$ cat src/source/scc_consts.svh
`ifndef SCC_CONSTS_SVH
`define SCC_CONSTS_SVH

// write register indices behind the wr0 pointer
`define SCC_REG_WR0 4'd0
`define SCC_REG_WR1 4'd1
`define SCC_REG_WR2 4'd2
`define SCC_REG_WR3 4'd3
`define SCC_REG_WR5 4'd5
`define SCC_REG_WR9 4'd9
`define SCC_REG_WR12 4'd12
`define SCC_REG_WR13 4'd13
`define SCC_REG_WR14 4'd14
`define SCC_REG_WR15 4'd15

`define SCC_RST_WR15 8'hF8 // all ext/status enables except zero count

// wr0 command field, bits 5:3
`define SCC_CMD_POINT_HIGH 3'd1
`define SCC_CMD_RESET_EXT 3'd2
`define SCC_CMD_RX_FIRST 3'd4
`define SCC_CMD_RESET_TXIP 3'd5

// wr9 reset field, bits 7:6
`define SCC_WR9_CH_RESET 2'd2
`define SCC_WR9_HW_RESET 2'd3

// bit times in clk cycles for a 14.32 MHz clock
`define SCC_DIV_WIDTH 24
`define SCC_DIV_300 24'd47733
`define SCC_DIV_1200 24'd11933
`define SCC_DIV_2400 24'd5967
`define SCC_DIV_4800 24'd2983
`define SCC_DIV_9600 24'd1492
`define SCC_DIV_14400 24'd994
`define SCC_DIV_19200 24'd746
`define SCC_DIV_28800 24'd497
`define SCC_DIV_38400 24'd373
`define SCC_DIV_57600 24'd249

`endif

$ cat src/source/scc_pkg.sv
`include "scc_consts.svh"

package scc_pkg;

	// one cpu access, sampled on the rising edge
	typedef struct packed {
		logic       cs;
		logic       we;
		logic [1:0] rs;    // [1] data/ctl, [0] side a/b
		logic [7:0] wdata;
	} scc_bus_t;

	// channel a settings seen outside the register file
	typedef struct packed {
		logic                      rx_enable; // wr3[0]
		logic [1:0]                rx_mode;   // wr1[4:3]
		logic                      tx_ie;     // wr1[1]
		logic                      ext_ie;    // wr1[0]
		logic                      tx_enable; // wr5[3]
		logic                      mie;       // wr9[3]
		logic                      vis;       // wr9[4]
		logic                      dcd_ie;    // wr15[3]
		logic [1:0]                loop_mode; // wr14[1:0]
		logic [`SCC_DIV_WIDTH-1:0] divisor;
	} scc_cfg_t;

	// single cycle strobes
	typedef struct packed {
		logic reset_ext;
		logic reset_txip;
		logic rx_first;
		logic tx_write;
		logic rx_read;
		logic chan_reset;
	} scc_cmd_t;

	typedef struct packed {
		logic       rx_ip;
		logic       tx_ip;
		logic       ext_ip;
		logic       dcd_latched;
		logic [2:0] vec_stat;
	} scc_irq_stat_t;

	typedef struct packed {
		logic       avail;
		logic [7:0] data;
	} scc_rx_stat_t;

endpackage

$ cat src/source/scc_regs.sv
`timescale 1ns/100ps
`include "scc_consts.svh"

module scc_regs import scc_pkg::*; (
	input  logic          i_clk,
	input  logic          i_reset_hw,
	input  scc_bus_t      i_bus,
	input  scc_irq_stat_t i_stat,
	input  scc_rx_stat_t  i_rx,
	input  logic          i_tx_busy,
	input  logic          i_dcd,
	output scc_cfg_t      o_cfg,
	output scc_cmd_t      o_cmd,
	output logic [7:0]    o_tx_data,
	output logic [7:0]    o_rdata
);

	logic [3:0] ptr;       // index used by accesses
	logic [3:0] ptr_next;  // pending index, taken over once cs drops
	logic       ctl_wr;    // control write from either side
	logic       ctl_wr_a;
	logic       wr0_a;     // command write to channel a
	logic       data_wr_a;
	logic       data_rd_a;
	logic       wr9_wr;
	logic       force_rst; // wr9 hardware reset command
	logic       chan_rst;
	logic [2:0] cmd_code;
	logic [7:0] wr1;
	logic [7:0] wr2;       // shared vector
	logic [7:0] wr3;
	logic [7:0] wr5;
	logic [5:0] wr9;       // reset field is not stored
	logic [7:0] wr12;
	logic [7:0] wr13;
	logic [7:0] wr14;
	logic [7:0] wr15;
	logic [7:0] rr0;
	logic [7:0] rr1;
	logic [7:0] rr2;
	logic [7:0] rr3;
	logic [7:0] rr15;

	assign ctl_wr    = i_bus.cs & i_bus.we & ~i_bus.rs[1];
	assign ctl_wr_a  = ctl_wr & i_bus.rs[0];
	assign wr0_a     = ctl_wr_a & (ptr == `SCC_REG_WR0);
	assign data_wr_a = i_bus.cs & i_bus.we & (i_bus.rs == 2'b11);
	assign data_rd_a = i_bus.cs & ~i_bus.we & (i_bus.rs == 2'b11);
	assign cmd_code  = i_bus.wdata[5:3];

	assign wr9_wr    = ctl_wr & (ptr == `SCC_REG_WR9); // wr9 is reachable from both sides
	assign force_rst = wr9_wr & (i_bus.wdata[7:6] == `SCC_WR9_HW_RESET);
	assign chan_rst  = force_rst | (wr9_wr & (i_bus.wdata[7:6] == `SCC_WR9_CH_RESET));

	// pointer moves only between cpu cycles so read data holds during an access
	always_ff @(posedge i_clk or posedge i_reset_hw) begin
		if (i_reset_hw) begin
			ptr      <= '0;
			ptr_next <= '0;
		end else begin
			if (!i_bus.cs)
				ptr <= ptr_next;
			if (ctl_wr) begin
				if (ptr == `SCC_REG_WR0)
					ptr_next <= {cmd_code == `SCC_CMD_POINT_HIGH, i_bus.wdata[2:0]};
				else
					ptr_next <= '0; // back to wr0 after any selected write
			end
		end
	end

	always_ff @(posedge i_clk or posedge i_reset_hw) begin
		if (i_reset_hw) begin
			wr1  <= '0;
			wr2  <= '0;
			wr3  <= '0;
			wr5  <= '0;
			wr9  <= '0;
			wr12 <= '0;
			wr13 <= '0;
			wr14 <= '0;
			wr15 <= `SCC_RST_WR15;
		end else begin
			if (chan_rst) begin
				wr1  <= {2'b00, wr1[5], 2'b00, wr1[2], 2'b00};  // keeps 5 and 2
				wr5  <= {1'b0, wr5[6:5], 4'b0000, wr5[0]};
				wr14 <= force_rst ? {wr14[7:6], 6'b110000}
				                  : {wr14[7:6], 4'b1000, wr14[1:0]}; // loop bits survive
				wr15 <= `SCC_RST_WR15;
			end else if (ctl_wr_a) begin
				case (ptr)
					`SCC_REG_WR1:  wr1  <= i_bus.wdata;
					`SCC_REG_WR3:  wr3  <= i_bus.wdata;
					`SCC_REG_WR5:  wr5  <= i_bus.wdata;
					`SCC_REG_WR12: wr12 <= i_bus.wdata;
					`SCC_REG_WR13: wr13 <= i_bus.wdata;
					`SCC_REG_WR14: wr14 <= i_bus.wdata;
					`SCC_REG_WR15: wr15 <= i_bus.wdata;
					default: ; // wr4 framing fields have no effect in 8n1
				endcase
			end
			if (ctl_wr && ptr == `SCC_REG_WR2)
				wr2 <= i_bus.wdata;
			if (wr9_wr)
				wr9 <= i_bus.wdata[5:0];
		end
	end

	// strobes are registered so each access gives exactly one pulse
	always_ff @(posedge i_clk or posedge i_reset_hw) begin
		if (i_reset_hw) begin
			o_cmd <= '0;
		end else begin
			o_cmd.reset_ext  <= wr0_a & (cmd_code == `SCC_CMD_RESET_EXT);
			o_cmd.reset_txip <= wr0_a & (cmd_code == `SCC_CMD_RESET_TXIP);
			o_cmd.rx_first   <= wr0_a & (cmd_code == `SCC_CMD_RX_FIRST);
			o_cmd.tx_write   <= data_wr_a;
			o_cmd.rx_read    <= data_rd_a;
			o_cmd.chan_reset <= chan_rst;
		end
	end

	always_ff @(posedge i_clk) begin
		if (data_wr_a)
			o_tx_data <= i_bus.wdata; // picked up by the transmitter on the strobe
	end

	always_comb begin
		o_cfg.rx_enable = wr3[0];
		o_cfg.rx_mode   = wr1[4:3];
		o_cfg.tx_ie     = wr1[1];
		o_cfg.ext_ie    = wr1[0];
		o_cfg.tx_enable = wr5[3];
		o_cfg.mie       = wr9[3];
		o_cfg.vis       = wr9[4];
		o_cfg.dcd_ie    = wr15[3];
		o_cfg.loop_mode = wr14[1:0];
		// time constant to bit time
		case ({wr13, wr12})
			16'd380: o_cfg.divisor = `SCC_DIV_300;
			16'd94:  o_cfg.divisor = `SCC_DIV_1200;
			16'd46:  o_cfg.divisor = `SCC_DIV_2400;
			16'd22:  o_cfg.divisor = `SCC_DIV_4800;
			16'd10:  o_cfg.divisor = `SCC_DIV_9600;
			16'd6:   o_cfg.divisor = `SCC_DIV_14400;
			16'd4:   o_cfg.divisor = `SCC_DIV_19200;
			16'd2:   o_cfg.divisor = `SCC_DIV_28800;
			16'd1:   o_cfg.divisor = `SCC_DIV_38400;
			16'd0:   o_cfg.divisor = `SCC_DIV_57600;
			default: o_cfg.divisor = `SCC_DIV_9600; // unknown constant falls back to 9600
		endcase
	end

	assign rr0 = {2'b00,          // break and eom
	              1'b0,           // cts
	              1'b0,           // sync/hunt
	              wr15[3] ? i_stat.dcd_latched : i_dcd,
	              ~i_tx_busy,     // tx buffer empty
	              1'b0,           // zero count
	              i_rx.avail};
	assign rr1 = {4'b0000, 3'b011, ~i_tx_busy}; // residue 011, all sent

	// status replaces bits 6:4 or 3:1 depending on vis
	assign rr2 = {wr2[7],
	              wr9[4] ? {i_stat.vec_stat[0], i_stat.vec_stat[1], i_stat.vec_stat[2]}
	                     : wr2[6:4],
	              wr9[4] ? wr2[3:1] : i_stat.vec_stat,
	              wr2[0]};
	assign rr3  = {2'b00, i_stat.rx_ip, i_stat.tx_ip, i_stat.ext_ip, 3'b000};
	assign rr15 = {wr15[7:3], 1'b0, wr15[1], 1'b0};

	always_comb begin
		o_rdata = 8'h00; // channel b reads
		if (i_bus.rs == 2'b11) begin
			o_rdata = i_rx.data;
		end else if (i_bus.rs == 2'b01) begin
			case (ptr)
				4'd0, 4'd4:  o_rdata = rr0;
				4'd1, 4'd5:  o_rdata = rr1;
				4'd2, 4'd6:  o_rdata = rr2;
				4'd3, 4'd7:  o_rdata = rr3;
				4'd8:        o_rdata = i_rx.data;
				4'd9, 4'd13: o_rdata = wr13;
				4'd11, 4'd15: o_rdata = rr15;
				4'd12:       o_rdata = wr12;
				default:     o_rdata = 8'h00; // rr10 and rr14
			endcase
		end
	end

	// cpu sees one index for the whole access
	a_ptr_stable: assert property (@(posedge i_clk) disable iff (i_reset_hw)
		i_bus.cs |=> $stable(ptr));

	a_cmd_onehot: assert property (@(posedge i_clk) disable iff (i_reset_hw)
		$onehot0(o_cmd));

endmodule

$ cat src/source/scc_tx.sv
`timescale 1ns/100ps
`include "scc_consts.svh"

module scc_tx (
	input  logic                      i_clk,
	input  logic                      i_reset_hw,
	input  logic                      i_chan_reset,
	input  logic [`SCC_DIV_WIDTH-1:0] i_divisor,
	input  logic                      i_wr,
	input  logic [7:0]                i_data,
	output logic                      o_txd,
	output logic                      o_busy
);

	logic [9:0]                frame;   // stop, data lsb first, start
	logic [3:0]                bit_cnt; // bits sent
	logic [`SCC_DIV_WIDTH-1:0] timer;
	logic                      bit_end;

	assign bit_end = (timer >= i_divisor - 1'b1); // also covers a smaller divisor mid-frame

	always_ff @(posedge i_clk or posedge i_reset_hw) begin
		if (i_reset_hw) begin
			frame   <= '1;
			bit_cnt <= '0;
			timer   <= '0;
			o_busy  <= 1'b0;
		end else if (i_chan_reset) begin
			frame  <= '1; // abort, line back to mark
			o_busy <= 1'b0;
		end else if (!o_busy) begin
			timer   <= '0;
			bit_cnt <= '0;
			if (i_wr) begin
				frame  <= {1'b1, i_data, 1'b0};
				o_busy <= 1'b1;
			end
		end else if (bit_end) begin
			timer   <= '0;
			frame   <= {1'b1, frame[9:1]}; // marks shift in behind the frame
			bit_cnt <= bit_cnt + 1'b1;
			if (bit_cnt == 4'd9)
				o_busy <= 1'b0;    // stop bit done
		end else begin
			timer <= timer + 1'b1;
		end
	end

	assign o_txd = frame[0];

	// idle line is mark once the stop bit has left
	a_idle_mark: assert property (@(posedge i_clk) disable iff (i_reset_hw)
		!o_busy |-> o_txd);

endmodule

$ cat src/source/scc_rx.sv
`timescale 1ns/100ps
`include "scc_consts.svh"

module scc_rx import scc_pkg::*; (
	input  logic                      i_clk,
	input  logic                      i_reset_hw,
	input  logic                      i_chan_reset,
	input  logic [`SCC_DIV_WIDTH-1:0] i_divisor,
	input  logic                      i_rxd,
	input  logic                      i_read,
	output scc_rx_stat_t              o_rx,
	output logic                      o_wr
);

	typedef enum logic [1:0] {
		RX_IDLE,
		RX_START, // wait half a bit and recheck
		RX_DATA,
		RX_STOP
	} rx_state_t;

	rx_state_t                 state;
	logic [1:0]                sync;     // line synchronizer
	logic                      rxd;
	logic [`SCC_DIV_WIDTH-1:0] timer;
	logic [2:0]                bit_cnt;
	logic [7:0]                shift;
	logic [7:0]                data;     // last good character
	logic                      avail;
	logic                      half_bit;
	logic                      full_bit;
	logic                      sample;
	logic                      done;

	assign rxd      = sync[1];
	assign half_bit = (timer >= (i_divisor >> 1));
	assign full_bit = (timer >= i_divisor - 1'b1);
	assign sample   = (state == RX_DATA) & full_bit;
	assign done     = (state == RX_STOP) & full_bit & rxd & ~i_chan_reset; // stop bit must be mark

	always_ff @(posedge i_clk or posedge i_reset_hw) begin
		if (i_reset_hw)
			sync <= 2'b11;
		else
			sync <= {sync[0], i_rxd};
	end

	always_ff @(posedge i_clk or posedge i_reset_hw) begin
		if (i_reset_hw) begin
			state   <= RX_IDLE;
			timer   <= '0;
			bit_cnt <= '0;
			avail   <= 1'b0;
			o_wr    <= 1'b0;
		end else begin
			o_wr  <= 1'b0;
			timer <= timer + 1'b1;
			if (i_read)
				avail <= 1'b0;
			if (i_chan_reset) begin
				state <= RX_IDLE;
				avail <= 1'b0;
			end else begin
				case (state)
					RX_IDLE: begin
						timer <= '0;
						if (!rxd)
							state <= RX_START;
					end
					RX_START: if (half_bit) begin
						timer   <= '0;
						bit_cnt <= '0;
						state   <= rxd ? RX_IDLE : RX_DATA; // glitch goes back to idle
					end
					RX_DATA: if (full_bit) begin
						timer   <= '0;
						bit_cnt <= bit_cnt + 1'b1;
						if (bit_cnt == 3'd7)
							state <= RX_STOP;
					end
					default: if (full_bit) begin
						state <= RX_IDLE;
						if (rxd) begin
							avail <= 1'b1; // overwrites an unread character
							o_wr  <= 1'b1;
						end
					end
				endcase
			end
		end
	end

	always_ff @(posedge i_clk) begin
		if (sample)
			shift <= {rxd, shift[7:1]}; // lsb first
		if (done)
			data <= shift;
	end

	assign o_rx.avail = avail;
	assign o_rx.data  = data;

endmodule

$ cat src/source/scc_irq.sv
`timescale 1ns/100ps

module scc_irq import scc_pkg::*; (
	input  logic          i_clk,
	input  logic          i_reset_hw,
	input  scc_cfg_t      i_cfg,
	input  scc_cmd_t      i_cmd,
	input  logic          i_rx_avail,
	input  logic          i_tx_busy,
	input  logic          i_dcd,
	output scc_irq_stat_t o_stat,
	output logic          o_irq_n
);

	logic rx_first;   // armed for interrupt on first character
	logic rx_ip;
	logic busy_q;
	logic tx_ip;
	logic ext_ip;
	logic latch_open;
	logic dcd_latch;  // follows dcd while open, holds once closed
	logic dcd_change;

	// mode 01 first char, mode 10 every char
	assign rx_ip = i_cfg.rx_enable & i_rx_avail &
	               (((i_cfg.rx_mode == 2'b01) & rx_first) | (i_cfg.rx_mode == 2'b10));

	always_ff @(posedge i_clk or posedge i_reset_hw) begin
		if (i_reset_hw)
			rx_first <= 1'b1;
		else if (i_cmd.chan_reset || i_cmd.rx_first)
			rx_first <= 1'b1;
		else if (i_cmd.rx_read)
			rx_first <= 1'b0;
	end

	// tx pending on busy falling edge
	always_ff @(posedge i_clk or posedge i_reset_hw) begin
		if (i_reset_hw) begin
			busy_q <= 1'b0;
			tx_ip  <= 1'b0;
		end else begin
			busy_q <= i_tx_busy;
			if (i_cmd.chan_reset || i_cmd.reset_txip || i_cmd.tx_write || !i_cfg.tx_enable)
				tx_ip <= 1'b0; // a new data write also clears it
			else if (busy_q && !i_tx_busy && i_cfg.tx_ie)
				tx_ip <= 1'b1;
		end
	end

	assign dcd_change = latch_open & i_cfg.dcd_ie & (i_dcd != dcd_latch);

	always_ff @(posedge i_clk or posedge i_reset_hw) begin
		if (i_reset_hw) begin
			latch_open <= 1'b1;
			dcd_latch  <= 1'b0;
			ext_ip     <= 1'b0;
		end else if (i_cmd.chan_reset || i_cmd.reset_ext) begin
			latch_open <= 1'b1;
			dcd_latch  <= i_dcd; // resample so a change during the closed time is dropped
			ext_ip     <= 1'b0;
		end else if (latch_open) begin
			dcd_latch <= i_dcd;
			if (dcd_change) begin
				latch_open <= 1'b0;
				if (i_cfg.ext_ie)
					ext_ip <= 1'b1;
			end
		end
	end

	assign o_stat.rx_ip       = rx_ip;
	assign o_stat.tx_ip       = tx_ip;
	assign o_stat.ext_ip      = ext_ip;
	assign o_stat.dcd_latched = dcd_latch;
	assign o_stat.vec_stat    = rx_ip  ? 3'b110 :
	                            tx_ip  ? 3'b100 :
	                            ext_ip ? 3'b101 : 3'b011;

	assign o_irq_n = ~(i_cfg.mie & (rx_ip | tx_ip | ext_ip));

	// request only with mie and a real vector behind it
	a_irq_mie: assert property (@(posedge i_clk) disable iff (i_reset_hw)
		!o_irq_n |-> i_cfg.mie && (o_stat.vec_stat != 3'b011));

endmodule

$ cat src/source/scc_top.sv
`timescale 1ns/100ps

module scc_top import scc_pkg::*; (
	input  logic       clk,
	input  logic       reset_hw,
	input  scc_bus_t   i_bus,
	input  logic       i_rxd,
	input  logic       i_dcd,
	output logic [7:0] o_rdata,
	output logic       o_irq_n,
	output logic       o_txd,
	output logic       o_rts
);

	scc_cfg_t      cfg;
	scc_cmd_t      cmd;
	scc_irq_stat_t stat;
	scc_rx_stat_t  rx;
	logic [7:0]    tx_data;    // cpu byte for the transmitter
	logic          tx_busy;
	logic          tx_line;    // transmitter output ahead of the pin
	logic          rx_line;    // receiver input after loop select
	logic          rx_wr;
	logic          local_loop;
	logic          echo;
	logic          tx_wr;
	logic [7:0]    tx_din;

	assign local_loop = cfg.loop_mode[1];         // 10 and 11
	assign echo       = (cfg.loop_mode == 2'b01);

	assign rx_line = local_loop ? tx_line : i_rxd;
	assign tx_wr   = echo ? rx_wr : cmd.tx_write;  // echo resends what came in
	assign tx_din  = echo ? rx.data : tx_data;
	assign o_txd   = local_loop ? 1'b1 : tx_line;  // pin idles while looped
	assign o_rts   = rx.avail;

	scc_regs u_regs (
		.i_clk      (clk),
		.i_reset_hw (reset_hw),
		.i_bus      (i_bus),
		.i_stat     (stat),
		.i_rx       (rx),
		.i_tx_busy  (tx_busy),
		.i_dcd      (i_dcd),
		.o_cfg      (cfg),
		.o_cmd      (cmd),
		.o_tx_data  (tx_data),
		.o_rdata    (o_rdata)
	);

	scc_tx u_tx (
		.i_clk        (clk),
		.i_reset_hw   (reset_hw),
		.i_chan_reset (cmd.chan_reset),
		.i_divisor    (cfg.divisor),
		.i_wr         (tx_wr),
		.i_data       (tx_din),
		.o_txd        (tx_line),
		.o_busy       (tx_busy)
	);

	scc_rx u_rx (
		.i_clk        (clk),
		.i_reset_hw   (reset_hw),
		.i_chan_reset (cmd.chan_reset),
		.i_divisor    (cfg.divisor),
		.i_rxd        (rx_line),
		.i_read       (cmd.rx_read),
		.o_rx         (rx),
		.o_wr         (rx_wr)
	);

	scc_irq u_irq (
		.i_clk      (clk),
		.i_reset_hw (reset_hw),
		.i_cfg      (cfg),
		.i_cmd      (cmd),
		.i_rx_avail (rx.avail),
		.i_tx_busy  (tx_busy),
		.i_dcd      (i_dcd),
		.o_stat     (stat),
		.o_irq_n    (o_irq_n)
	);

endmodule

$ cat config.mk
export PLATFORM = sky130hd
export DESIGN_NAME = scc_top
export DESIGN_NICKNAME = d
export VERILOG_FILES = /design/src/source/scc_pkg.sv /design/src/source/scc_regs.sv /design/src/source/scc_tx.sv /design/src/source/scc_rx.sv /design/src/source/scc_irq.sv /design/src/source/scc_top.sv
export VERILOG_INCLUDE_DIRS = /design/src /design/src/source
export SDC_FILE = /design/constraint.sdc
export NUM_CORES = 1
export LEC_CHECK = 0
export BUFFER_PORTS_ARGS = -buffer_cell sky130_fd_sc_hd__clkbuf_2
export CORE_MARGIN = 3
export CORE_UTILIZATION = 34
export CTS_BUF_LIST = sky130_fd_sc_hd__clkbuf_8
export CTS_CLUSTER_SIZE = 14
export DETAILED_ROUTE_END_ITERATION = 6
export GPL_ROUTABILITY_DRIVEN = 0
export PLACE_DENSITY = 0.55
export SLEW_MARGIN = 30
export SYNTH_ARGS = -nofsm -noshare
export SYNTH_HDL_FRONTEND = slang
export SYNTH_SLANG_ARGS = --single-unit
export TNS_END_PERCENT = 50
$ cat constraint.sdc
create_clock -name clk -period 13.25 [get_ports clk]
set_input_delay 0 -clock clk [delete_from_list [all_inputs] [get_ports clk]]
set_output_delay 0 -clock clk [all_outputs]
set_load 0.005 [all_outputs]
# [Word-level counts from Yosys, hierarchy flattened]
# Cells that the tools add are included.
# Widths: inputs -> output; s select.
[totals] reg_bits=165 latch_bits=0 mem_bits_rw=0 rom_bits=0 inputBits=16 out_inout_bits=11 wordCells=252 memories=0
[classes] add_sub_neg=5 n_mul=0 div=0 n_lt_le_gt_ge=3 eq_ne=48 n_shift=0 mux=78 bitwise_logic=33 reduce_logical=47
[ops] cell="$pmux 16 s9" n=1
[ops] cell="$mux 24" n=5
[ops] cell="$pmux 24 s3" n=1
[ops] cell="$pmux 8 s8" n=1
[ops] cell="$add 24x1->24 const B" n=2
[ops] cell="$ge 24x24->1" n=2
[ops] cell="$mux 8" n=6
[ops] cell="$mux 10" n=4
[ops] cell="$eq 16x3->1 const B" n=2
[ops] cell="$eq 4x4->1 const B" n=8
[ops] cell="$mux 1" n=31
[ops] cell="$ge 24x15->1" n=1
[ops] cell="$mux 4" n=6
[ops] cell="$and 1x1->1" n=23
[ops] cell="$mux 2" n=11
[ops] cell="$reduce_bool 2->1" n=11
[ops] cell="$mux 3" n=7
[ops] cell="$reduce_and 3->1" n=7
[ops] cell="$sub 16x1->17 const B" n=1
[ops] cell="$eq 16x1->1 const B" n=1
[ops] cell="$eq 16x2->1 const B" n=1
[ops] cell="$eq 16x5->1 const B" n=1
[ops] cell="$eq 16x6->1 const B" n=1
[ops] cell="$eq 16x7->1 const B" n=1
[ops] cell="other kinds (34)" n=79

# [Depth between registers and ports, before layout]
# Gate-level depths: netlist (run 1).
[logic_depth] word_depth=9 mapped_depth=21 mapped_depth_nobuf=19

# [Cells and area by module]
# Synthesis (run 1) repeated with hierarchy kept, for this count alone.
[hier_totals] hier_cells=1070 area_unflattened_um2=10525.1
[by_module_without_submodules] mod="scc_rx" n_inst=1 cells_each=384 area_per_inst_um2=3822.4 seq_area_each_um2=1308.8
[by_module_without_submodules] mod="scc_regs" n_inst=1 cells_each=325 area_per_inst_um2=3358.2 seq_area_each_um2=1597.8
[by_module_without_submodules] mod="scc_tx" n_inst=1 cells_each=315 area_per_inst_um2=2846.5 seq_area_each_um2=962.2
[by_module_without_submodules] mod="scc_irq" n_inst=1 cells_each=33 area_per_inst_um2=327.8 seq_area_each_um2=152.6
[by_module_without_submodules] mod="scc_top" n_inst=1 cells_each=13 area_per_inst_um2=170.2 seq_area_each_um2=0.0

# [Least setup slack after synthesis (run 1)]
# No wires, ideal clock.
[synth_path] path_type="flip-flop to flip-flop" startpoint="register u_regs.wr12[3]" endpoint="register u_rx.data[0], enable pin" setup_time_ps=335 arrival_ps=4056 setup_slack_ps=8859 stages_incl_launch_ff=19 cell_sequence="dfrtp_1 buf_6 or4_1 or4_1 a21oi_2 or3_1 ha_1 nand3_1 nand2_1 o21ai_0 ha_1 o2111a_1 o31ai_1 o311ai_0 o31ai_1 a21oi_2 o21ai_1 o21ai_4 and4_1"
[synth_via] elab_chain_len=7
[synth_lines] element="from (decl)" line="scc_regs.sv:34" rtl="logic [7:0] wr12;"
[synth_lines] element="from (signal assigned)" line="scc_regs.sv:95" rtl="`SCC_REG_WR12: wr12 <= i_bus.wdata;"
[synth_lines] element="$eq 16x1->1, or another cell as far along" line="scc_regs.sv:139" rtl="case ({wr13, wr12})"
[synth_lines] element="$pmux 16 s9 *" line="scc_regs.sv:139"
[synth_lines] element="$sub 16x1->17 *" line="scc_rx.sv:37" rtl="assign full_bit = (timer >= i_divisor - 1'b1);"
[synth_lines] element="$ge 24x24->1 *" line="scc_rx.sv:37"
[synth_lines] element="$and 1x1->1 * (3 in a row)" line="scc_rx.sv:39" rtl="assign done = (state == RX_STOP) & full_bit & rxd & ~i_chan_reset;"
[synth_lines] element="named net u_rx.done" line="scc_rx.sv:33" rtl="logic done;"
[synth_lines] element="to (signal assigned)" line="scc_rx.sv:97" rtl="data <= shift;"
[synth_lines] element="to (decl)" line="scc_rx.sv:28" rtl="logic [7:0] data;"
# Mark *: on every way through the listed nets, which the timed path passes. The rest lies on a longest branch.
# A chain may end at the register's enable or synchronous reset.

# [Final worst setup path (run 1)]
[layout_path] startpoint="register u_regs.wr12[1]" endpoint="register u_rx.data[0], enable pin"
# Same word-level chain as after synthesis.

==> flow_metrics.env, run 1 <==
export IMPL_cts_setup_buffers=0
export IMPL_p_comb_share_pct=22.9
export IMPL_seq_area_um2=4020
export IMPL_fin_worst_skew_ns=0.0227
export IMPL_cp_buffers_inverters=0
export IMPL_initial_utilization_pct=34.7
export IMPL_ios=27
export IMPL_r2r_end="u_rx.data[0]"
export IMPL_clock_latency_ns=0.48
export IMPL_htree_levels=4
export IMPL_fin_crit_sh_pct=38.7
export IMPL_critPathTopFamily="compound AO/OA/AOI/OAI gates"
export IMPL_relSlewSlack_pct=46.4
export IMPL_hpwl_mm=16.3
export IMPL_grt_pass1_vias=6964
export IMPL_synth_ff_type="dfrtp_1"
export IMPL_final_nets=1035
export IMPL_die_area_um2=28700
export IMPL_p_per_area_nw_per_um2=128
export IMPL_synth_top_cell_by_area="dfrtp_1"
export IMPL_ys_warn_count=0
export IMPL_drive_gt1_share_pct=14.4
export IMPL_ctsHoldBuffers=17
export IMPL_setup_total_negative_slack_ns=0
export IMPL_crit_type="reg -> reg"
export IMPL_path_clk_slew_ns=0.11
export IMPL_dp_cells=1248
export IMPL_final_core_util_pct=38.9
export IMPL_p_int_uw=831
export IMPL_clockBufferDepth=2
export IMPL_gr_usage_all_layers_pct=16.5
export IMPL_path_cells="nor3b_2 > a22o_1 > nand3_4 > and3_4 > or3_1 > ha_1 > nand3_1 > o21ai_0 > ha_1 > o2111a_1 > o31ai_1 > o311ai_0 > o31ai_1 > a21oi_2 > o21ai_1 > o21ai_4 > and4_1"
export IMPL_die_h_um=170
export IMPL_async_flop_share_pct=84.5
export IMPL_cp_depth=17
export IMPL_arrival_ns=5.26
export IMPL_routedWlPerCell_um=17.5
export IMPL_grt_antenna_before_repair=0
export IMPL_yosysSeqAreaShare_pct=44.2
export IMPL_ir_drop_mv=0.0754
export IMPL_insertedDiodeCount=0
export IMPL_synth_edf_count=24
export IMPL_r2r_start="u_regs.wr12[1]"
export IMPL_pwr_share_clk_pct=29.4
export IMPL_critPathCapture="u_rx.data[0]"
export IMPL_ys_ff_latch=155
export IMPL_rsz0062_at_grt="no"
export IMPL_clkSinkCount=155
export IMPL_viasPerCell=5.34
export IMPL_yosysMostFrequentCell="nor2_1"
export IMPL_hold_viol=0
export IMPL_crit_path_top_delay_cell="dfrtp_1"
export IMPL_chipWidth_um=170
export IMPL_grt_max_degree=68
export IMPL_finalSetupViolCount=0
export IMPL_grt_overflow=0
export IMPL_drtIter0Drc=576
export IMPL_totalWireLength_mm=22.7
export IMPL_port_buffers=26
export IMPL_synth_top_area_share_pct=31.1
export IMPL_first_pass_iters=6
export IMPL_num_vias=6931
export IMPL_cp_end_kind="flip-flop"
export IMPL_drt_antenna_violating_nets=0
export IMPL_cts_resized=0
export IMPL_grt_pass1_wl_mm=37.8
export IMPL_startpoint="u_regs.wr12[1]"
export IMPL_hp_class="in -> reg"
export IMPL_drc=0
export IMPL_status="completed"
export IMPL_numCtsBuffers=17
export IMPL_stdcell_count=1297
export IMPL_leakagePower_uw=0.00457
export IMPL_cts_tree="yes"
export IMPL_fp_coreArea_um2=26200
export IMPL_root_buffer="clkbuf_8"
export IMPL_yosysUniqueCellTypes=78
export IMPL_crit_fanout=12
export IMPL_layout_min_cycle_time_ns=5.13
export IMPL_power_switching_uw=472
export IMPL_area_growth_pct=12.1
export IMPL_fmax_mhz=195
export IMPL_reg2reg_depth=17
export IMPL_netlist_top_cells_area="dfrtp_1, ha_1, edfxtp_1"
export IMPL_netlist_area_um2=9090
export IMPL_start_kind="flip-flop"
export IMPL_p_sw_share_pct=36.2
export IMPL_worstMarginPinSlew_ns=0.799
export IMPL_seqPwrFrac_pct=47.7
export IMPL_synth_cells=903
export IMPL_avgSynthCellArea_um2=10.1
export IMPL_multi_input_area_um2=4870
export IMPL_critPathRequiredTime_ns=13.38
export IMPL_synthTopCellsByCount="nor2_1, dfrtp_1, nand2_1"
export IMPL_cap_violations=0
export IMPL_drv_slew=0
export IMPL_fp_row_count=59
export IMPL_fillers=2580
export IMPL_rrSetupSlack_ns=8.12
export IMPL_cpPeakStageDelay_ns=0.63
==> stage by stage <==
step / hold WS [ns] / setup slack (ns) / power (uW) / cell area (um^2)
floorplan: 0.0664 / 8.86 / 845 / 9160
global placement: 0.130 / 8.01 / 923 / 9570
detailed placement: 0.134 / 7.79 / 927 / 9570
CTS: 0.0562 / 7.75 / 1320 / 10200
global route: 0.0807 / 7.74 / 1390 / 10200
finish: 0.0893 / 8.12 / 1300 / 10200
==> worst register-to-register path, delay by kind of cell, from the launching register on <==
| family | cells | cell delay [ns] |
|---|---|---|
| AO/OA/AOI/OAI | 9 | 1.85 |
| adder cells (fa/ha/maj) | 2 | 0.55 |
| flip-flops | 1 | 0.63 |
| AND/OR/NAND/NOR | 6 | 1.78 |
==> layer usage <==
layer	vias to the layer above	wire length [um]	track usage, %	share of wire (%)
met4	0	490	4.69	2.2
met5	-	0	0	0
li1	3335	-	-	-
met2	149	10600	26.6	47
met1	3414	10700	22.6	47
met3	33	905	3.24	4.0
==> area by class of cell <==
class	count	area share [%]
Timing Repair Buffer	46	3.20
Multi-Input combinational cell	698	47.8
Clock buffer	17	2.30
Clock inverter	15	1.92
Inverter	31	1.19
Sequential cell	155	39.5
Tap cell	335	4.11
==> flip-flops by register name, summed over array words and instances, names as in the netlist, 8 cells and up <==
name,flops
u_rx.timer,24
u_tx.timer,24
u_tx.frame,9
u_regs.o_tx_data,8
u_regs.wr12,8
u_regs.wr13,8
u_regs.wr2,8
u_rx.data,8
u_rx.shift,8
==> power groups by stage <==
stage	clock network, uW	logic (uW)	registers, uW
finish	383	298	621
global route	417	337	632
CTS	395	302	621
detailed placement	0	296	630
global placement	0	293	630
floorplan	0	251	594
==> logic make-up after synthesis <==
family	synth area share, %
AOI/OAI and AO/OA	11.9
xor gates and xnor gates	4.43
adders and majority gates	9.88
buffers and inverters	3.11
DFF	44.2
muxes	7.58
other	0.0412
and+or+nand+nor	18.9
==> worst min path at each step <==
| stage | slack [ns] | cells after the start | start | to |
|---|---|---|---|---|
| after global placement | 0.13 | 2 | reset_hw | u_regs.ptr_next[0] |
| after global routing | 0.08 | 3 | i_bus[9] | u_regs.o_cmd[2] |
| after detailed placement | 0.13 | 2 | reset_hw | u_regs.ptr[0] |
| final | 0.09 | 3 | i_bus[9] | u_regs.o_cmd[2] |
| after CTS | 0.06 | 3 | i_bus[9] | u_regs.o_cmd[2] |
| after floorplan | 0.07 | 1 | i_bus[10] | u_regs.o_cmd[1] |
==> placed cells by master, fill, tap and decap left out, drive strengths merged, types with 7 or more instances in the layout <==
cell type    instances
a211oi              18
a21oi               32
and3                17
clkbuf              43
clkinv               7
conb                18
dfrtp              113
dfstp               18
dlygate4sd3         17
edfxtp              24
ha                  70
inv                 38
mux2                36
mux2i               28
nand2               76
nand2b               8
nand3               33
nand4               22
nor2               117
nor2b                9
nor3                13
nor4                13
o21ai               44
or3                  7
xnor2               14
xor2                32
Note: power is estimated with default switching activity, not from simulation.
==> inputs of run 2 (changes only) <==
Settings changed: ABC_AREA from default to 1, PLACE_DENSITY 0.55 to 0.56.
Clock period 13.25 ns to 4.47 ns, I/O delays scaled along.
==> flow_metrics.env, run 2 <==
export IMPL_leakagePower_uw=0.00537
export IMPL_hpwl_mm=18.1
export IMPL_final_area_um2=10900
export IMPL_cts_tree="yes"
export IMPL_status="completed"
export IMPL_critPathTopFamily="simple AND/OR/NAND/NOR gates"
export IMPL_pre_cts_ws_ns=0.509
export IMPL_gr_usage_all_layers_pct=16.3
export IMPL_finalSetupViolCount=0
export IMPL_clockBufferDepth=2
export IMPL_setup_total_negative_slack_ns=0
export IMPL_drtIter0Drc=506
export IMPL_crit_type="reg -> reg"
export IMPL_avgSynthCellArea_um2=8.24
export IMPL_insertedDiodeCount=0
export IMPL_root_buffer="clkbuf_8"
export IMPL_arrival_ns=4.08
export IMPL_grt_antenna_before_repair=0
export IMPL_ys_warn_count=0
export IMPL_fin_worst_skew_ns=0.0169
export IMPL_drt_antenna_violating_nets=0
export IMPL_yosysUniqueCellTypes=61
export IMPL_drc=0
export IMPL_die_area_um2=30700
export IMPL_netlist_top_cells_area="dfrtp_1, nand2_1, ha_1"
export IMPL_cpPeakStageDelay_ns=0.41
export IMPL_grt_pass1_vias=7574
export IMPL_htree_levels=4
export IMPL_yosysSeqAreaShare_pct=41.4
export IMPL_hold_viol=0
export IMPL_synth_top_cell_by_area="dfrtp_1"
export IMPL_num_vias=7944
export IMPL_numCtsBuffers=17
export IMPL_cap_violations=0
export IMPL_ios=27
export IMPL_cts_setup_buffers=0
export IMPL_start_kind="flip-flop"
export IMPL_initial_utilization_pct=34.7
export IMPL_fin_crit_sh_pct=87.9
export IMPL_critical_path_most_common_cell="nand2_1"
export IMPL_ys_ff_latch=155
export IMPL_area_growth_pct=11.8
export IMPL_die_h_um=175
export IMPL_crit_path_top_delay_cell="dfrtp_1"
export IMPL_clock_latency_ns=0.47
export IMPL_critPathRequiredTime_ns=4.62
export IMPL_layout_min_cycle_time_ns=3.93
export IMPL_ctsHoldBuffers=16
export IMPL_clkSinkCount=155
export IMPL_cp_buffers_inverters=3
export IMPL_grt_pass1_wl_mm=40.0
export IMPL_p_per_area_nw_per_um2=387
export IMPL_totalWireLength_mm=24.1
export IMPL_largestRegisters="u_rx.timer: 24 flops, u_tx.timer: 24 flops, u_tx.frame: 9 flops"
export IMPL_cts_resized=0
export IMPL_chipWidth_um=175
export IMPL_synth_edf_count=24
export IMPL_yosysMostFrequentCell="nand2_1"
export IMPL_fillers=2922
export IMPL_grt_overflow=0
export IMPL_port_buffers=26
export IMPL_final_nets=1328
export IMPL_drive_gt1_share_pct=12.0
export IMPL_relSlewSlack_pct=42.5
export IMPL_routedWlPerCell_um=14.8
export IMPL_fp_row_count=61
export IMPL_synth_ff_type="dfrtp_1"
export IMPL_rsz0062_at_grt="no"
export IMPL_fmax_mhz=254
export IMPL_hp_class="in -> reg"
export IMPL_setup_ws_ns=0.539
export IMPL_path_clk_slew_ns=0.10
export IMPL_crit_fanout=9
export IMPL_drv_slew=0
export IMPL_async_flop_share_pct=84.5
export IMPL_viasPerCell=4.86
export IMPL_netlist_area_um2=9720
export IMPL_layout_common_cells="nand2_1, inv_1, dfrtp_1"
export IMPL_first_pass_iters=5
export IMPL_dpl_instance_area_um2=10300
export IMPL_grt_max_degree=98
export IMPL_layout_commonest_cell="nand2_1"
export IMPL_ir_drop_mv=0.202
export IMPL_synthTopCellsByCount="nand2_1, inv_1, dfrtp_1"
export IMPL_fp_coreArea_um2=28000
export IMPL_synth_top_area_share_pct=29.1
export IMPL_synth_cells=1180
export IMPL_cp_end_kind="flip-flop"
export IMPL_worstMarginPinSlew_ns=0.859
run 2: cell count changes in the layout (fill, tap and decap cells not counted), sizes merged, moves of 9 or more:
cell    delta
a211oi    -13
nor3      +10
nand3     +29
inv      +145
mux2i     -28
nor2      +27
o21ai     +21
nand2    +190
and3      -16
nor2b      -9
o22ai     +12
mux2      -35
a21oi     +16
run 2: final cells by class:
cell class,instances,area [um^2],area share [%]
clock buffer,17,234,2.15
clock inverter,15,180,1.66
inverter,176,671,6.17
multi-input combinational,845,4970,45.7
sequential,155,4020,37.0
tap,378,473,4.35
timing repair buffer,47,328,3.01
run 2: worst paths after layout:
kind / cells past startpoint / slack, ns / end / start
max reg2reg: 29 / 0.54 / u_rx.data[1] / u_regs.wr13[7]
min reg2reg: 0 / 0.36 / u_rx.sync[1] / u_rx.sync[0]
max: 29 / 0.54 / u_rx.data[1] / u_regs.wr13[7]
min in group asynchronous: 3 / 0.14 / u_tx.timer[17] / reset_hw
max in group asynchronous: 4 / 3.34 / u_rx.timer[19] / reset_hw
min: 3 / 0.06 / u_regs.ptr_next[3] / i_bus[9]
run 2: routing by layer:
metal	vias to the layer above	global-route usage (%)	part of all wire [%]
met5	-	0	0
met4	0	4.02	1.4
met3	23	3.06	3.7
met2	176	25.9	46
met1	3750	22.8	49
li1	3995	-	-
run 2: where the power goes:
group          switching [uW]  internal (uW)
Sequential                159           1610
Clock                     616            519
Combinational             814            489
Total                    1590           2620
run 2: per-stage QoR:
step                      util [%]  power, uW  cells  hold WS (ns)
after floorplan                  -       2800   1197        0.0664
after global placement        36.8       3080   1585         0.195
after detailed placement      36.8       3100   1585         0.197
after CTS                     38.8       4250   1633        0.0147
after global routing          38.8       4550   1633        0.0338
final                         38.8       4210   1633        0.0618
run 2: cell families (layout without fill, tap and decap cells):
| group | count (synthesis) | in the layout | synth area share [%] |
|---|---|---|---|
| AO/OA/AOI/OAI | 188 | 188 | 11.8 |
| adder cells (fa/ha/maj) | 70 | 70 | 9.01 |
| buffers and inverters | 197 | 255 | 8.22 |
| flip-flops | 155 | 155 | 41.4 |
| XOR/XNOR | 34 | 34 | 3.06 |
| other | 1 | 18 | 0.0386 |
| AND/OR/NAND/NOR | 534 | 534 | 26.4 |
| multiplexers | 1 | 1 | 0.116 |
run 2: worst reg2reg max path: cells and delay by family (launching register included):
family | cells | cell delay [ns]
adders and majority gates | 2 | 0.50
DFF | 1 | 0.41
and+or+nand+nor | 22 | 1.89
AOI/OAI and AO/OA | 1 | 0.24
buffers and inverters | 3 | 0.42
xor gates and xnor gates | 1 | 0.17
==> inputs of run 3 (changes only) <==
--- a/config.mk
+++ b/config.mk
@@ -10,2 +10,3 @@
 export BUFFER_PORTS_ARGS = -buffer_cell sky130_fd_sc_hd__clkbuf_2
+export CAP_MARGIN = 25
 export CORE_MARGIN = 3
==> constraint.sdc (replaced) <==
create_clock -name clk -period 4.47 [get_ports clk]
set_input_delay 0.447 -clock clk [delete_from_list [all_inputs] [get_ports clk]]
set_output_delay 0.447 -clock clk [all_outputs]
set_load 0.005 [all_outputs]
==> flow_metrics.env, run 3 (synthesis results as in run 2) <==
export IMPL_r2r_end="u_rx.data[4]"
export IMPL_critPathRequiredTime_ns=4.62
export IMPL_ctsHoldBuffers=0
export IMPL_drt_antenna_violating_nets=0
export IMPL_chipWidth_um=175
export IMPL_critPathTopFamily="simple AND/OR/NAND/NOR gates"
export IMPL_fmax_mhz=253
export IMPL_htree_levels=4
export IMPL_numCtsBuffers=17
export IMPL_cpPeakStageDelay_ns=0.42
export IMPL_crit_fanout=9
export IMPL_routedWlPerCell_um=15.0
export IMPL_setup_ws_ns=0.510
export IMPL_layout_min_cycle_time_ns=3.96
export IMPL_fp_row_count=61
export IMPL_relSlewSlack_pct=44.3
export IMPL_layout_commonest_cell="nand2_1"
export IMPL_ios=27
export IMPL_crit_path_top_delay_cell="dfrtp_1"
export IMPL_rrSetupSlack_ns=0.51
export IMPL_finalSetupViolCount=0
export IMPL_totalWireLength_mm=24.3
export IMPL_grt_pass1_wl_mm=40.6
export IMPL_start_kind="flip-flop"
export IMPL_area_growth_pct=10.4
export IMPL_cts_resized=0
export IMPL_largestRegisters="u_rx.timer: 24 flops, u_tx.timer: 24 flops, u_tx.frame: 9 flops"
export IMPL_cts_tree="yes"
export IMPL_final_core_util_pct=38.3
export IMPL_final_nets=1312
export IMPL_die_area_um2=30700
export IMPL_crit_type="reg -> reg"
export IMPL_port_buffers=26
export IMPL_critical_path_most_common_cell="nand2_1"
export IMPL_clock_latency_ns=0.47
export IMPL_insertedDiodeCount=0
export IMPL_cp_end_kind="flip-flop"
export IMPL_clockBufferDepth=2
export IMPL_gr_usage_all_layers_pct=16.6
export IMPL_arrival_ns=4.11
export IMPL_grt_pass1_vias=7720
export IMPL_layout_common_cells="nand2_1, inv_1, dfrtp_1"
export IMPL_viasPerCell=4.86
export IMPL_status="completed"
export IMPL_rsz0062_at_grt="no"
export IMPL_path_clk_slew_ns=0.10
export IMPL_leakagePower_uw=0.00530
export IMPL_grt_antenna_before_repair=0
export IMPL_p_per_area_nw_per_um2=392
export IMPL_hold_viol=0
export IMPL_grt_overflow=0
export IMPL_die_h_um=175
export IMPL_hp_class="in -> async"
export IMPL_fp_coreArea_um2=28000
export IMPL_pre_cts_ws_ns=0.515
export IMPL_worstMarginPinSlew_ns=0.835
export IMPL_grt_max_degree=56
export IMPL_setup_total_negative_slack_ns=0
export IMPL_drc=0
export IMPL_hpwl_mm=18.2
export IMPL_cap_violations=0
export IMPL_drv_slew=0
export IMPL_cp_buffers_inverters=3
export IMPL_ir_drop_mv=0.176
export IMPL_drtIter0Drc=560
export IMPL_first_pass_iters=5
export IMPL_fin_worst_skew_ns=0.0192
export IMPL_drive_gt1_share_pct=12.3
export IMPL_clkSinkCount=155
export IMPL_r2r_start="u_regs.wr13[5]"
export IMPL_reg2reg_depth=29
export IMPL_initial_utilization_pct=34.7
export IMPL_cts_setup_buffers=0
export IMPL_num_vias=7858
export IMPL_root_buffer="clkbuf_8"
export IMPL_fin_crit_sh_pct=88.6
[run 3: metrics by stage]
step	area, um^2	power, uW	hold WS (ns)	instances
finish	10700	4210	0.0283	1617
CTS	10700	4260	0.0175	1617
global placement	10300	3080	0.349	1585
global route	10700	4550	0.0353	1617
detailed placement	10300	3090	0.354	1585
floorplan	9790	2800	0.345	1197
[run 3: worst register-to-register path: cells and delay by family (launching register included)]
family	cells	cell delay [ns]
compound gates	1	0.23
xor+xnor	1	0.15
fa+ha+maj	2	0.50
buf+inv	3	0.45
flops	1	0.42
simple gates	22	1.90
[run 3: how the worst max path moves through the flow]
stage	cells past startpoint	from	end
after global routing	29	u_regs.wr12[3]	u_rx.data[2]
final	29	u_regs.wr13[5]	u_rx.data[4]
after global placement	29	u_regs.wr13[2]	u_rx.data[7]
after floorplan	1	reset_hw	u_irq.busy_q
after detailed placement	29	u_regs.wr13[2]	u_rx.data[4]
after CTS	29	u_regs.wr13[2]	u_rx.data[2]
[run 3: power by group]
group	internal, uW	switching [uW]	total, uW
Sequential	1610	159	1770
Combinational	479	815	1290
Clock	482	663	1140
Total	2570	1640	4210
[run 3: final cells by class]
cell class	count	area, um^2
repair buffers	31	168
fillers	2890	17300
inverters	176	668
clock inverters	15	203
clock buffers	17	234
well taps	378	473
flip-flops and latches	155	4020
multi-input cells	845	4970
[run 3: per-layer routing]
layer | routed length [um] | GRT usage [%] | part of all wire, % | up-vias
met4 | 463 | 5.25 | 1.9 | 0
met1 | 12000 | 23.3 | 49 | 3729
met3 | 824 | 2.69 | 3.4 | 31
met2 | 11100 | 26.2 | 45 | 132
met5 | 0 | 0 | 0 | -
li1 | - | - | - | 3966
